[src/alu_copro_pkg.sv]
// Shared constants and types for the ALU coprocessor
// Referenced by scoped name from the RTL and the testbench
`default_nettype none

package alu_copro_pkg;

    localparam int data_w     = 32;   // Datapath width
    localparam int reg_num    = 16;   // Register bank depth
    localparam int reg_aw     = 4;    // Register address width
    localparam int done_cnt_w = 16;   // Completed-command counter width

    // APB address map, byte addresses
    localparam logic [7:0] addr_reg_top = 8'h3C;  // r0..r15 at 0x00..0x3C
    localparam logic [7:0] addr_cmd     = 8'h40;  // Command word, write only
    localparam logic [7:0] addr_status  = 8'h44;  // Status word, read only

    // ALU opcodes, 11 to 15 reserved
    typedef enum logic [3:0] {
        op_add  = 4'd0,
        op_sub  = 4'd1,
        op_and  = 4'd2,
        op_or   = 4'd3,
        op_xor  = 4'd4,
        op_slt  = 4'd5,
        op_sltu = 4'd6,
        op_sge  = 4'd7,
        op_sll  = 4'd8,
        op_srl  = 4'd9,
        op_sra  = 4'd10
    } alu_op_e;

    // Decode FSM states
    typedef enum logic [1:0] {
        dec_idle = 2'd0,  // Waiting for a command
        dec_rs1  = 2'd1,  // Fetching first operand
        dec_rs2  = 2'd2,  // Fetching second operand
        dec_out  = 2'd3   // Presenting to execute
    } dec_state_e;

endpackage

`default_nettype wire

[src/apb_host_port.sv]
// APB slave for the host side
// Maps transfers to bank accesses, command issue and status reads
`timescale 1ns/1ps
`default_nettype none

module apb_host_port (
    input  logic                               clk,
    input  logic                               rstz,
    input  logic [7:0]                         paddr,
    input  logic                               psel,
    input  logic                               penable,
    input  logic                               pwrite,
    input  logic [alu_copro_pkg::data_w-1:0]   pwdata,
    output logic [alu_copro_pkg::data_w-1:0]   prdata,
    output logic                               pready,
    output logic                               host_req,
    output logic                               host_we,
    output logic [alu_copro_pkg::reg_aw-1:0]   host_addr,
    output logic [alu_copro_pkg::data_w-1:0]   host_wdata,
    input  logic                               host_gnt,
    input  logic [alu_copro_pkg::data_w-1:0]   host_rdata,
    input  logic                               host_rvld,
    output logic                               cmd_vld,
    output logic [alu_copro_pkg::data_w-1:0]   cmd_word,
    input  logic                               cmd_rdy,
    input  logic                               busy,
    input  logic [alu_copro_pkg::done_cnt_w-1:0] done_cnt
);

    logic access;      // APB access phase
    logic is_reg;
    logic is_cmd;
    logic is_status;
    logic rd_wait;     // Bank read granted, data not back yet

    assign access    = psel & penable;
    assign is_reg    = (paddr <= alu_copro_pkg::addr_reg_top);
    assign is_cmd    = (paddr == alu_copro_pkg::addr_cmd);
    assign is_status = (paddr == alu_copro_pkg::addr_status);

    // Bank side, request held until grant
    assign host_req   = access & is_reg & ~rd_wait;
    assign host_we    = pwrite;
    assign host_addr  = paddr[alu_copro_pkg::reg_aw+1:2];  // Word aligned
    assign host_wdata = pwdata;

    // Command side
    assign cmd_vld  = access & is_cmd & pwrite;
    assign cmd_word = pwdata;

    always_ff @(posedge clk or negedge rstz) begin
        if (!rstz) begin
            rd_wait <= 1'b0;
        end else if (host_rvld) begin
            rd_wait <= 1'b0;                    // Data arrives, transfer ends
        end else if (host_req && host_gnt && !pwrite) begin
            rd_wait <= 1'b1;
        end
    end

    // Transfer completion per target
    always_comb begin
        if (is_reg) begin
            pready = pwrite ? (host_req & host_gnt) : (rd_wait & host_rvld);
        end else if (is_cmd && pwrite) begin
            pready = cmd_vld & cmd_rdy;
        end else begin
            pready = access;                    // Status and unmapped, no wait
        end
    end

    // Read data mux
    always_comb begin
        if (is_reg) begin
            prdata = host_rdata;
        end else if (is_status) begin
            prdata = {done_cnt,
                      {(alu_copro_pkg::data_w-alu_copro_pkg::done_cnt_w-1){1'b0}},
                      busy};
        end else begin
            prdata = '0;
        end
    end

endmodule

`default_nettype wire

[src/bank_arbiter.sv]
// 16x32 register bank behind one port
// Fixed priority: writeback, then decode, then host
`timescale 1ns/1ps
`default_nettype none

module bank_arbiter (
    input  logic                             clk,
    input  logic                             rstz,
    input  logic                             wb_req,
    input  logic                             wb_we,
    input  logic [alu_copro_pkg::reg_aw-1:0] wb_addr,
    input  logic [alu_copro_pkg::data_w-1:0] wb_wdata,
    output logic                             wb_gnt,
    output logic                             wb_rvld,
    input  logic                             dec_req,
    input  logic                             dec_we,
    input  logic [alu_copro_pkg::reg_aw-1:0] dec_addr,
    input  logic [alu_copro_pkg::data_w-1:0] dec_wdata,
    output logic                             dec_gnt,
    output logic                             dec_rvld,
    input  logic                             host_req,
    input  logic                             host_we,
    input  logic [alu_copro_pkg::reg_aw-1:0] host_addr,
    input  logic [alu_copro_pkg::data_w-1:0] host_wdata,
    output logic                             host_gnt,
    output logic                             host_rvld,
    output logic [alu_copro_pkg::data_w-1:0] rdata
);

    logic [alu_copro_pkg::data_w-1:0] regs [alu_copro_pkg::reg_num];

    logic                             sel_we;
    logic [alu_copro_pkg::reg_aw-1:0] sel_addr;
    logic [alu_copro_pkg::data_w-1:0] sel_wdata;

    // Same-cycle grants
    assign wb_gnt   = wb_req;
    assign dec_gnt  = dec_req & ~wb_req;
    assign host_gnt = host_req & ~wb_req & ~dec_req;

    // Steer the winner onto the port
    always_comb begin
        if (wb_gnt) begin
            sel_we    = wb_we;
            sel_addr  = wb_addr;
            sel_wdata = wb_wdata;
        end else if (dec_gnt) begin
            sel_we    = dec_we;
            sel_addr  = dec_addr;
            sel_wdata = dec_wdata;
        end else begin
            sel_we    = host_gnt & host_we;       // Idle port never writes
            sel_addr  = host_addr;
            sel_wdata = host_wdata;
        end
    end

    always_ff @(posedge clk or negedge rstz) begin
        if (!rstz) begin
            for (int i = 0; i < alu_copro_pkg::reg_num; i++) begin
                regs[i] <= '0;
            end
            wb_rvld   <= 1'b0;
            dec_rvld  <= 1'b0;
            host_rvld <= 1'b0;
        end else begin
            if (sel_we) regs[sel_addr] <= sel_wdata;
            wb_rvld   <= wb_gnt & ~wb_we;       // Read strobes one cycle later
            dec_rvld  <= dec_gnt & ~dec_we;
            host_rvld <= host_gnt & ~host_we;
        end
    end

    // Registered read data, shared by all requesters
    always_ff @(posedge clk) begin
        rdata <= regs[sel_addr];
    end

endmodule

`default_nettype wire

[src/decode_stage.sv]
// Decode stage with pending-destination scoreboard
// Accepts a command, fetches rs1 and rs2 from the bank, hands it to execute
`timescale 1ns/1ps
`default_nettype none

module decode_stage (
    input  logic                             clk,
    input  logic                             rstz,
    input  logic                             cmd_vld,
    input  logic [alu_copro_pkg::data_w-1:0] cmd_word,
    output logic                             cmd_rdy,
    output logic                             dec_req,
    output logic [alu_copro_pkg::reg_aw-1:0] dec_addr,
    input  logic                             dec_gnt,
    input  logic                             dec_rvld,
    input  logic [alu_copro_pkg::data_w-1:0] rdata,
    input  logic                             wb_done,
    input  logic [alu_copro_pkg::reg_aw-1:0] wb_rd,
    output logic                             pending,
    output logic                             ex_vld,
    input  logic                             ex_rdy,
    output alu_copro_pkg::alu_op_e           ex_op,
    output logic [alu_copro_pkg::reg_aw-1:0] ex_rd,
    output logic [alu_copro_pkg::data_w-1:0] ex_op1,
    output logic [alu_copro_pkg::data_w-1:0] ex_op2
);

    alu_copro_pkg::dec_state_e state;

    logic [alu_copro_pkg::reg_num-1:0] sb;       // One bit per register
    logic [alu_copro_pkg::reg_num-1:0] sb_nxt;
    logic [alu_copro_pkg::reg_aw-1:0]  rs1_q, rs2_q;
    logic                              rd_wait;  // Operand read in flight
    logic                              hazard;

    // Sources and destination must all be free, rd too so writes stay ordered
    assign hazard  = sb[cmd_word[19:16]] | sb[cmd_word[27:24]] | sb[cmd_word[11:8]];
    assign cmd_rdy = (state == alu_copro_pkg::dec_idle) & ~hazard;

    assign dec_req  = ((state == alu_copro_pkg::dec_rs1) ||
                       (state == alu_copro_pkg::dec_rs2)) && !rd_wait;
    assign dec_addr = (state == alu_copro_pkg::dec_rs1) ? rs1_q : rs2_q;

    assign ex_vld  = (state == alu_copro_pkg::dec_out);
    assign pending = |sb;

    // Release first, then mark the newly accepted destination
    always_comb begin
        sb_nxt = sb;
        if (wb_done) sb_nxt[wb_rd] = 1'b0;
        if (cmd_vld && cmd_rdy) sb_nxt[cmd_word[11:8]] = 1'b1;
    end

    always_ff @(posedge clk or negedge rstz) begin
        if (!rstz) begin
            state   <= alu_copro_pkg::dec_idle;
            sb      <= '0;
            rd_wait <= 1'b0;
        end else begin
            sb <= sb_nxt;
            if (dec_req && dec_gnt) rd_wait <= 1'b1;
            if (dec_rvld) rd_wait <= 1'b0;
            case (state)
                alu_copro_pkg::dec_idle: if (cmd_vld && cmd_rdy) state <= alu_copro_pkg::dec_rs1;
                alu_copro_pkg::dec_rs1:  if (dec_rvld) state <= alu_copro_pkg::dec_rs2;
                alu_copro_pkg::dec_rs2:  if (dec_rvld) state <= alu_copro_pkg::dec_out;
                default:                 if (ex_rdy) state <= alu_copro_pkg::dec_idle;
            endcase
        end
    end

    // Command fields and operands, held while ex_vld waits
    always_ff @(posedge clk) begin
        if (cmd_vld && cmd_rdy) begin
            ex_op <= alu_copro_pkg::alu_op_e'(cmd_word[3:0]);
            ex_rd <= cmd_word[11:8];
            rs1_q <= cmd_word[19:16];
            rs2_q <= cmd_word[27:24];
        end
        if (dec_rvld && state == alu_copro_pkg::dec_rs1) ex_op1 <= rdata;
        if (dec_rvld && state == alu_copro_pkg::dec_rs2) ex_op2 <= rdata;
    end

endmodule

`default_nettype wire

[src/alu_ex.sv]
// Execute stage, one registered result per accepted operation
// Valid/ready on both sides, holds its result under back-pressure
`timescale 1ns/1ps
`default_nettype none

module alu_ex (
    input  logic                             clk,
    input  logic                             rstz,
    input  logic                             in_vld,
    output logic                             in_rdy,
    input  alu_copro_pkg::alu_op_e           op,
    input  logic [alu_copro_pkg::reg_aw-1:0] rd_in,
    input  logic [alu_copro_pkg::data_w-1:0] op1,
    input  logic [alu_copro_pkg::data_w-1:0] op2,
    output logic                             out_vld,
    input  logic                             out_rdy,
    output logic [alu_copro_pkg::data_w-1:0] result,
    output logic [alu_copro_pkg::reg_aw-1:0] rd_out
);

    logic [alu_copro_pkg::data_w-1:0] r_add, r_sub;
    logic [alu_copro_pkg::data_w-1:0] r_and, r_or, r_xor;
    logic [alu_copro_pkg::data_w-1:0] r_sll, r_srl, r_sra;
    logic                             lt_s, lt_u;
    logic [4:0]                       shamt;
    logic [alu_copro_pkg::data_w-1:0] res_nxt;

    // Adder and subtractor
    assign r_add = op1 + op2;
    assign r_sub = op1 - op2;

    // Logic unit
    assign r_and = op1 & op2;
    assign r_or  = op1 | op2;
    assign r_xor = op1 ^ op2;

    // Comparator
    assign lt_s = $signed(op1) < $signed(op2);
    assign lt_u = op1 < op2;

    // Barrel shifter, low five bits of op2
    assign shamt = op2[4:0];
    assign r_sll = op1 << shamt;
    assign r_srl = op1 >> shamt;
    assign r_sra = $unsigned($signed(op1) >>> shamt);  // Sign fill

    always_comb begin
        case (op)
            alu_copro_pkg::op_add:  res_nxt = r_add;
            alu_copro_pkg::op_sub:  res_nxt = r_sub;
            alu_copro_pkg::op_and:  res_nxt = r_and;
            alu_copro_pkg::op_or:   res_nxt = r_or;
            alu_copro_pkg::op_xor:  res_nxt = r_xor;
            alu_copro_pkg::op_slt:  res_nxt = {{(alu_copro_pkg::data_w-1){1'b0}}, lt_s};
            alu_copro_pkg::op_sltu: res_nxt = {{(alu_copro_pkg::data_w-1){1'b0}}, lt_u};
            alu_copro_pkg::op_sge:  res_nxt = {{(alu_copro_pkg::data_w-1){1'b0}}, ~lt_s};
            alu_copro_pkg::op_sll:  res_nxt = r_sll;
            alu_copro_pkg::op_srl:  res_nxt = r_srl;
            alu_copro_pkg::op_sra:  res_nxt = r_sra;
            default:                res_nxt = '0;      // Reserved codes
        endcase
    end

    // Empty or draining this cycle
    assign in_rdy = ~out_vld | out_rdy;

    always_ff @(posedge clk or negedge rstz) begin
        if (!rstz) begin
            out_vld <= 1'b0;
        end else if (in_vld && in_rdy) begin
            out_vld <= 1'b1;
        end else if (out_vld && out_rdy) begin
            out_vld <= 1'b0;
        end
    end

    always_ff @(posedge clk) begin
        if (in_vld && in_rdy) begin
            result <= res_nxt;
            rd_out <= rd_in;
        end
    end

endmodule

`default_nettype wire

[src/writeback_stage.sv]
// Writeback stage, one result buffer
// Writes the bank, frees the scoreboard entry and counts completions
`timescale 1ns/1ps
`default_nettype none

module writeback_stage (
    input  logic                                 clk,
    input  logic                                 rstz,
    input  logic                                 in_vld,
    output logic                                 in_rdy,
    input  logic [alu_copro_pkg::data_w-1:0]     result,
    input  logic [alu_copro_pkg::reg_aw-1:0]     rd,
    output logic                                 wb_req,
    output logic [alu_copro_pkg::reg_aw-1:0]     wb_addr,
    output logic [alu_copro_pkg::data_w-1:0]     wb_wdata,
    input  logic                                 wb_gnt,
    output logic                                 wb_done,
    output logic [alu_copro_pkg::reg_aw-1:0]     wb_rd,
    output logic [alu_copro_pkg::done_cnt_w-1:0] done_cnt
);

    logic full;

    assign in_rdy  = ~full | wb_gnt;   // Reopens in the grant cycle
    assign wb_req  = full;
    assign wb_done = full & wb_gnt;
    assign wb_rd   = wb_addr;

    always_ff @(posedge clk or negedge rstz) begin
        if (!rstz) begin
            full     <= 1'b0;
            done_cnt <= '0;
        end else begin
            if (in_vld && in_rdy) full <= 1'b1;
            else if (wb_done) full <= 1'b0;
            if (wb_done) done_cnt <= done_cnt + 1'b1;   // Wraps at 2^16
        end
    end

    always_ff @(posedge clk) begin
        if (in_vld && in_rdy) begin
            wb_addr  <= rd;
            wb_wdata <= result;
        end
    end

endmodule

`default_nettype wire

[src/alu_copro_top.sv]
// ALU coprocessor top level
// APB host port, decode/execute/writeback pipeline and the shared bank
`timescale 1ns/1ps
`default_nettype none

module alu_copro_top (
    input  logic                             clk,
    input  logic                             rstz,
    input  logic [7:0]                       paddr,
    input  logic                             psel,
    input  logic                             penable,
    input  logic                             pwrite,
    input  logic [alu_copro_pkg::data_w-1:0] pwdata,
    output logic [alu_copro_pkg::data_w-1:0] prdata,
    output logic                             pready
);

    // Host to bank and decode
    logic                                 host_req, host_we, host_gnt, host_rvld;
    logic [alu_copro_pkg::reg_aw-1:0]     host_addr;
    logic [alu_copro_pkg::data_w-1:0]     host_wdata, cmd_word, rdata;
    logic                                 cmd_vld, cmd_rdy, busy, pending;
    // Decode
    logic                                 dec_req, dec_gnt, dec_rvld;
    logic [alu_copro_pkg::reg_aw-1:0]     dec_addr;
    logic                                 ex_vld, ex_rdy;
    alu_copro_pkg::alu_op_e               ex_op;
    logic [alu_copro_pkg::reg_aw-1:0]     ex_rd;
    logic [alu_copro_pkg::data_w-1:0]     ex_op1, ex_op2;
    // Execute to writeback
    logic                                 wbk_vld, wbk_rdy;
    logic [alu_copro_pkg::data_w-1:0]     wbk_result;
    logic [alu_copro_pkg::reg_aw-1:0]     wbk_rd;
    // Writeback
    logic                                 wb_req, wb_gnt, wb_done;
    logic [alu_copro_pkg::reg_aw-1:0]     wb_addr, wb_rd;
    logic [alu_copro_pkg::data_w-1:0]     wb_wdata;
    logic [alu_copro_pkg::done_cnt_w-1:0] done_cnt;

    assign busy = pending | ex_vld | wbk_vld;   // Anything still in flight

    apb_host_port i_apb_host_port (
        .clk, .rstz, .paddr, .psel, .penable, .pwrite, .pwdata, .prdata, .pready,
        .host_req, .host_we, .host_addr, .host_wdata, .host_gnt, .host_rdata(rdata),
        .host_rvld, .cmd_vld, .cmd_word, .cmd_rdy, .busy, .done_cnt
    );

    decode_stage i_decode_stage (
        .clk, .rstz, .cmd_vld, .cmd_word, .cmd_rdy, .dec_req, .dec_addr, .dec_gnt,
        .dec_rvld, .rdata, .wb_done, .wb_rd, .pending, .ex_vld, .ex_rdy, .ex_op,
        .ex_rd, .ex_op1, .ex_op2
    );

    alu_ex i_alu_ex (
        .clk, .rstz, .in_vld(ex_vld), .in_rdy(ex_rdy), .op(ex_op), .rd_in(ex_rd),
        .op1(ex_op1), .op2(ex_op2), .out_vld(wbk_vld), .out_rdy(wbk_rdy),
        .result(wbk_result), .rd_out(wbk_rd)
    );

    writeback_stage i_writeback_stage (
        .clk, .rstz, .in_vld(wbk_vld), .in_rdy(wbk_rdy), .result(wbk_result),
        .rd(wbk_rd), .wb_req, .wb_addr, .wb_wdata, .wb_gnt, .wb_done, .wb_rd, .done_cnt
    );

    // Writeback only writes, decode only reads
    bank_arbiter i_bank_arbiter (
        .clk, .rstz,
        .wb_req, .wb_we(1'b1), .wb_addr, .wb_wdata, .wb_gnt, .wb_rvld(),
        .dec_req, .dec_we(1'b0), .dec_addr, .dec_wdata('0), .dec_gnt, .dec_rvld,
        .host_req, .host_we, .host_addr, .host_wdata, .host_gnt, .host_rvld,
        .rdata
    );

endmodule

`default_nettype wire

[config.mk]
export PLATFORM = sky130hd
export DESIGN_NAME = alu_copro_top
export DESIGN_NICKNAME = d
export VERILOG_FILES = /design/src/alu_copro_pkg.sv /design/src/apb_host_port.sv /design/src/bank_arbiter.sv /design/src/decode_stage.sv /design/src/alu_ex.sv /design/src/writeback_stage.sv /design/src/alu_copro_top.sv
export SDC_FILE = /design/constraint.sdc
export NUM_CORES = 2
export LEC_CHECK = 0
export ABC_AREA = 1
export CAP_MARGIN = 20
export CELL_PAD_IN_SITES_DETAIL_PLACEMENT = 2
export CELL_PAD_IN_SITES_GLOBAL_PLACEMENT = 2
export CORE_ASPECT_RATIO = 1.1
export CORE_MARGIN = 2
export CORE_UTILIZATION = 41
export CTS_CLUSTER_DIAMETER = 30
export DETAILED_ROUTE_END_ITERATION = 8
export DONT_BUFFER_PORTS = 1
export GPL_ROUTABILITY_DRIVEN = 0
export GPL_TIMING_DRIVEN = 0
export PLACE_DENSITY = 0.93
export SYNTH_ARGS = -nofsm -noshare
export SYNTH_HDL_FRONTEND = slang
export SYNTH_HIERARCHICAL = 1
export SYNTH_SLANG_ARGS = --single-unit
[constraint.sdc]
create_clock -name clk -period 6.3 [get_ports clk]
set_input_delay 0.315 -clock clk [delete_from_list [all_inputs] [get_ports clk]]
set_output_delay 0.315 -clock clk [all_outputs]
set_load 0.03 [all_outputs]
==> reports/metrics.cfg, run 1 <==
[clock_network]
cts_buffer_depth=3
htreeDepth=4
cts_root_buffer=clkbuf_16
cts_inserted_buffers=166

[placement]
dp_slack_ps=1760
place_inst=7731
port_buffers=0
dp_hpwl_mm=185

[floorplan]
die_x_microns=319
num_rows=127
initial_core_util_pct=41.2
dieHeight_microns=350
io_pins=78

[global_route]
grt_usage_pct=73.2
grt.overflow.total=354
grt_max_degree=553

[synthesis]
synth_area_per_cell_sq_um=7.12
ys_warn_count=6
synthCells=6276
syn_area_sq_um=44700

[status]
error_line=[ERROR GRT-0232] Routing congestion too high. Check the congestion heatmap in the GUI.
status=did not finish
failed_stage=global routing (5_1_grt)

## through the flow
step           instance area, sq um  hold WS, ps
4_1_cts                       52400         -837
2_1_floorplan                 44800         19.4
3_3_place_gp                  46600         56.2
3_5_place_dp                  46700         52.7
## per-layer routing
metal  GRT overflow  global-route usage [%]
met5              0                    27.1
met1              3                    71.6
met3             15                    54.9
met4            161                    76.3
met2            175                    92.5
## timing repair
item                                   in CTS
setup buffers                               0
hold buffers                               17
endpoints found under the hold margin     582
resized for setup                           0
==> run 2: changes to the inputs <==
--- a/config.mk
+++ b/config.mk
@@ -7,17 +7,13 @@
 export LEC_CHECK = 0
 export ABC_AREA = 1
 export CAP_MARGIN = 20
-export CELL_PAD_IN_SITES_DETAIL_PLACEMENT = 2
-export CELL_PAD_IN_SITES_GLOBAL_PLACEMENT = 2
-export CORE_ASPECT_RATIO = 1.1
 export CORE_MARGIN = 2
-export CORE_UTILIZATION = 41
-export CTS_CLUSTER_DIAMETER = 30
+export CORE_UTILIZATION = 35
 export DETAILED_ROUTE_END_ITERATION = 8
 export DONT_BUFFER_PORTS = 1
 export GPL_ROUTABILITY_DRIVEN = 0
 export GPL_TIMING_DRIVEN = 0
-export PLACE_DENSITY = 0.93
+export PLACE_DENSITY_LB_ADDON = 0.15
 export SYNTH_ARGS = -nofsm -noshare
 export SYNTH_HDL_FRONTEND = slang
 export SYNTH_HIERARCHICAL = 1
==> run 2 against run 1 <==
  * The flow now finishes, with violations (hold timing)
  * Synthesized cell count stayed put
  * Area after synthesis unchanged
==> reports/metrics.cfg, run 2 <==
[clock_network]
ctsResizeCount=0  ; unchanged
postCtsSetupBuffers=0  ; unchanged
path_clk_slew_ps=60
cts_sinks=736
cts_root_buffer=clkbuf_16
cts_inserted_buffers=88  ; -47%
cts_tree=done
clk_latency_ps=700
htreeDepth=3  ; -1
cts_buffer_depth=3  ; unchanged
ctsHoldBuffers=17  ; unchanged

[setup_path]
path_cells=inv_1 > buf_2 > buf_1 > ha_1 > buf_4 > o21ai_0 > nand2_1 > nand3_1 > nand2_1 > nand2_1 > nand2_1 > nand2_1 > o21ai_0 > nor2_1 > nand2_1
crit_top_cell=nand2_1
crit_path_end_kind=flip-flop
cp.arrival_ps=4660
cp_max_fo=11
critPathMaxStageDelay_ps=710
timing.rr.start=i_decode_stage/ex_op2[3]
critPathSlowestCell=buf_1
rr_worst_depth=15
path_class=reg2reg
required_ps=6670
cp-start-kind=flip-flop
reg2reg_slack_ps=2010
r2r-end=i_alu_ex/result[10]

[detailed_routing]
drtIter0Drc=4500
drcViolationCount=0
vias=42900
totalWireLength_mm=184
first_pass_iters=9
via_per_inst=5.25
drtAntennaViolNets=0
wl_per_cell_microns=22.6

[hold_path]
worstHoldPathType=in2async

[power]
p_int_mw=14.0
powerDensity_nw_per_um2=535
switchingPower_mw=12.9
combPwrFrac_pct=49.1
cellLeakagePower_nw=24.6
vdd_drop_max_v=0.000307
pwr-share-seq_pct=30.5
power.share.clock_pct=20.4
switching_share_pct=47.9

[sta]
fmax_mhz=233
worst_pin_slew_ps=1470
hold_viol=552
finalClockSkew_ps=43.9
fin_hold_ws_ps=-630
relSlewSlack_pct=1.69
fin_crit_ps=4290
fin_crit_sh_pct=68.1
slew_violations=0
rsz0062_at_grt=no
setup_viol=0
tns_ps=0

[floorplan]
dieHeight_microns=361  ; +3.2%
die_x_microns=361  ; +13%
coreArea_sq_um=127000
io_pins=78  ; unchanged
die_area_sq_um=131000
initial_core_util_pct=35.1  ; -6.0 points
num_rows=131  ; +3.1%

[global_route]
grt_max_degree=553
grt_usage_pct=27.8
grt_pass1_wl_mm=271
grt_pass1_vias=41300
antenna_found_initial=14
grt.overflow.total=0

[cells_and_area]
drive_gt1_share_pct=8.46
syn_to_final_growth_pct=12.5
final_area_sq_um=50300
nNetsFinal=6569
largest_reg_flops=512
layout.cells.non_filler=8160
regMostFlops=i_bank_arbiter/regs
final_cell_mix=2204 x nand2_1, 794 x nand3_1, 552 x dfrtp_1
layout_commonest_cell=nand2_1
utilization_pct=39.5

[placement]
place_inst=7973  ; +3.1%
port_buffers=0  ; unchanged
post_dp_cell_area_sq_um=47000  ; +0.64%
dp_hpwl_mm=141  ; -24%

[synthesis]
synthCells=6276  ; unchanged
synth_area_per_cell_sq_um=7.12  ; unchanged
ys_warn_count=6  ; unchanged
syn_area_sq_um=44700  ; unchanged

[status]
violations=hold timing
status=complete, but fails checks

[run]
maxCapViolations=0

[run 2: cell type report]
class                           count  area (sq um)
Clock buffer                      117          2430
Fill cell                       13600         76900
Inverter                          465          1750
Buffer                            462          2340
Timing Repair Buffer               21           251
Multi-Input combinational cell   4646         21700
Tap cell                         1662          2080
Sequential cell                   736         19000
Clock inverter                     44           668
Antenna cell                        7          17.5
[run 2: worst max-delay path: cells and delay by family (launching register included)]
| family | cells | cell delay, ps |
|---|---|---|
| DFF | 1 | 550 |
| adders and majority gates | 1 | 410 |
| and+or+nand+nor | 8 | 1310 |
| buffers and inverters | 4 | 1410 |
| AOI/OAI and AO/OA | 2 | 300 |
[run 2: worst max-delay path by stage]
stage,startpoint,end,slack (ps),depth (start not counted)
2_1_floorplan,i_writeback_stage/wb_req,i_alu_ex/rd_out[0],3290,5
4_1_cts,i_decode_stage/state[1],i_bank_arbiter/rdata[30],2120,18
3_5_place_dp,i_decode_stage/state[1],i_bank_arbiter/rdata[30],2130,18
5_1_grt,i_decode_stage/state[0],i_bank_arbiter/rdata[31],1880,17
3_3_place_gp,i_writeback_stage/wb_req,i_alu_ex/result[28],1480,5
6_report,i_decode_stage/ex_op2[3],i_alu_ex/result[10],2010,15
[run 2: per-stage QoR]
step | hold WS (ps) | power [mW] | setup WS [ps]
after CTS | -698 | 26.9 | 2120
after global routing | -694 | 28.8 | 1880
after global placement | 68.7 | 21.1 | 1480
after floorplan | 19.4 | 16.3 | 3290
after detailed placement | 65.4 | 21.3 | 2130
final | -630 | 26.9 | 2010
[run 2: per-layer routing]
layer / vias up / track usage, % / part of all wire [%]
met5: - / 0 / 0.037
met1: 20200 / 35.7 / 41
met4: 12 / 12.6 / 5.3
met2: 1799 / 45.3 / 46
li1: 20400 / - / -
met3: 463 / 5.37 / 7.6
[run 2: power groups by stage]
stage	Clock (mW)	Sequential (mW)	Combinational [mW]
final	5.49	8.21	13.2
after global routing	5.79	8.42	14.6
after CTS	5.60	8.19	13.1
after detailed placement	0	8.25	13.0
after global placement	0	8.24	12.9
after floorplan	0	7.77	8.50
(Power assumes the default switching activity.)
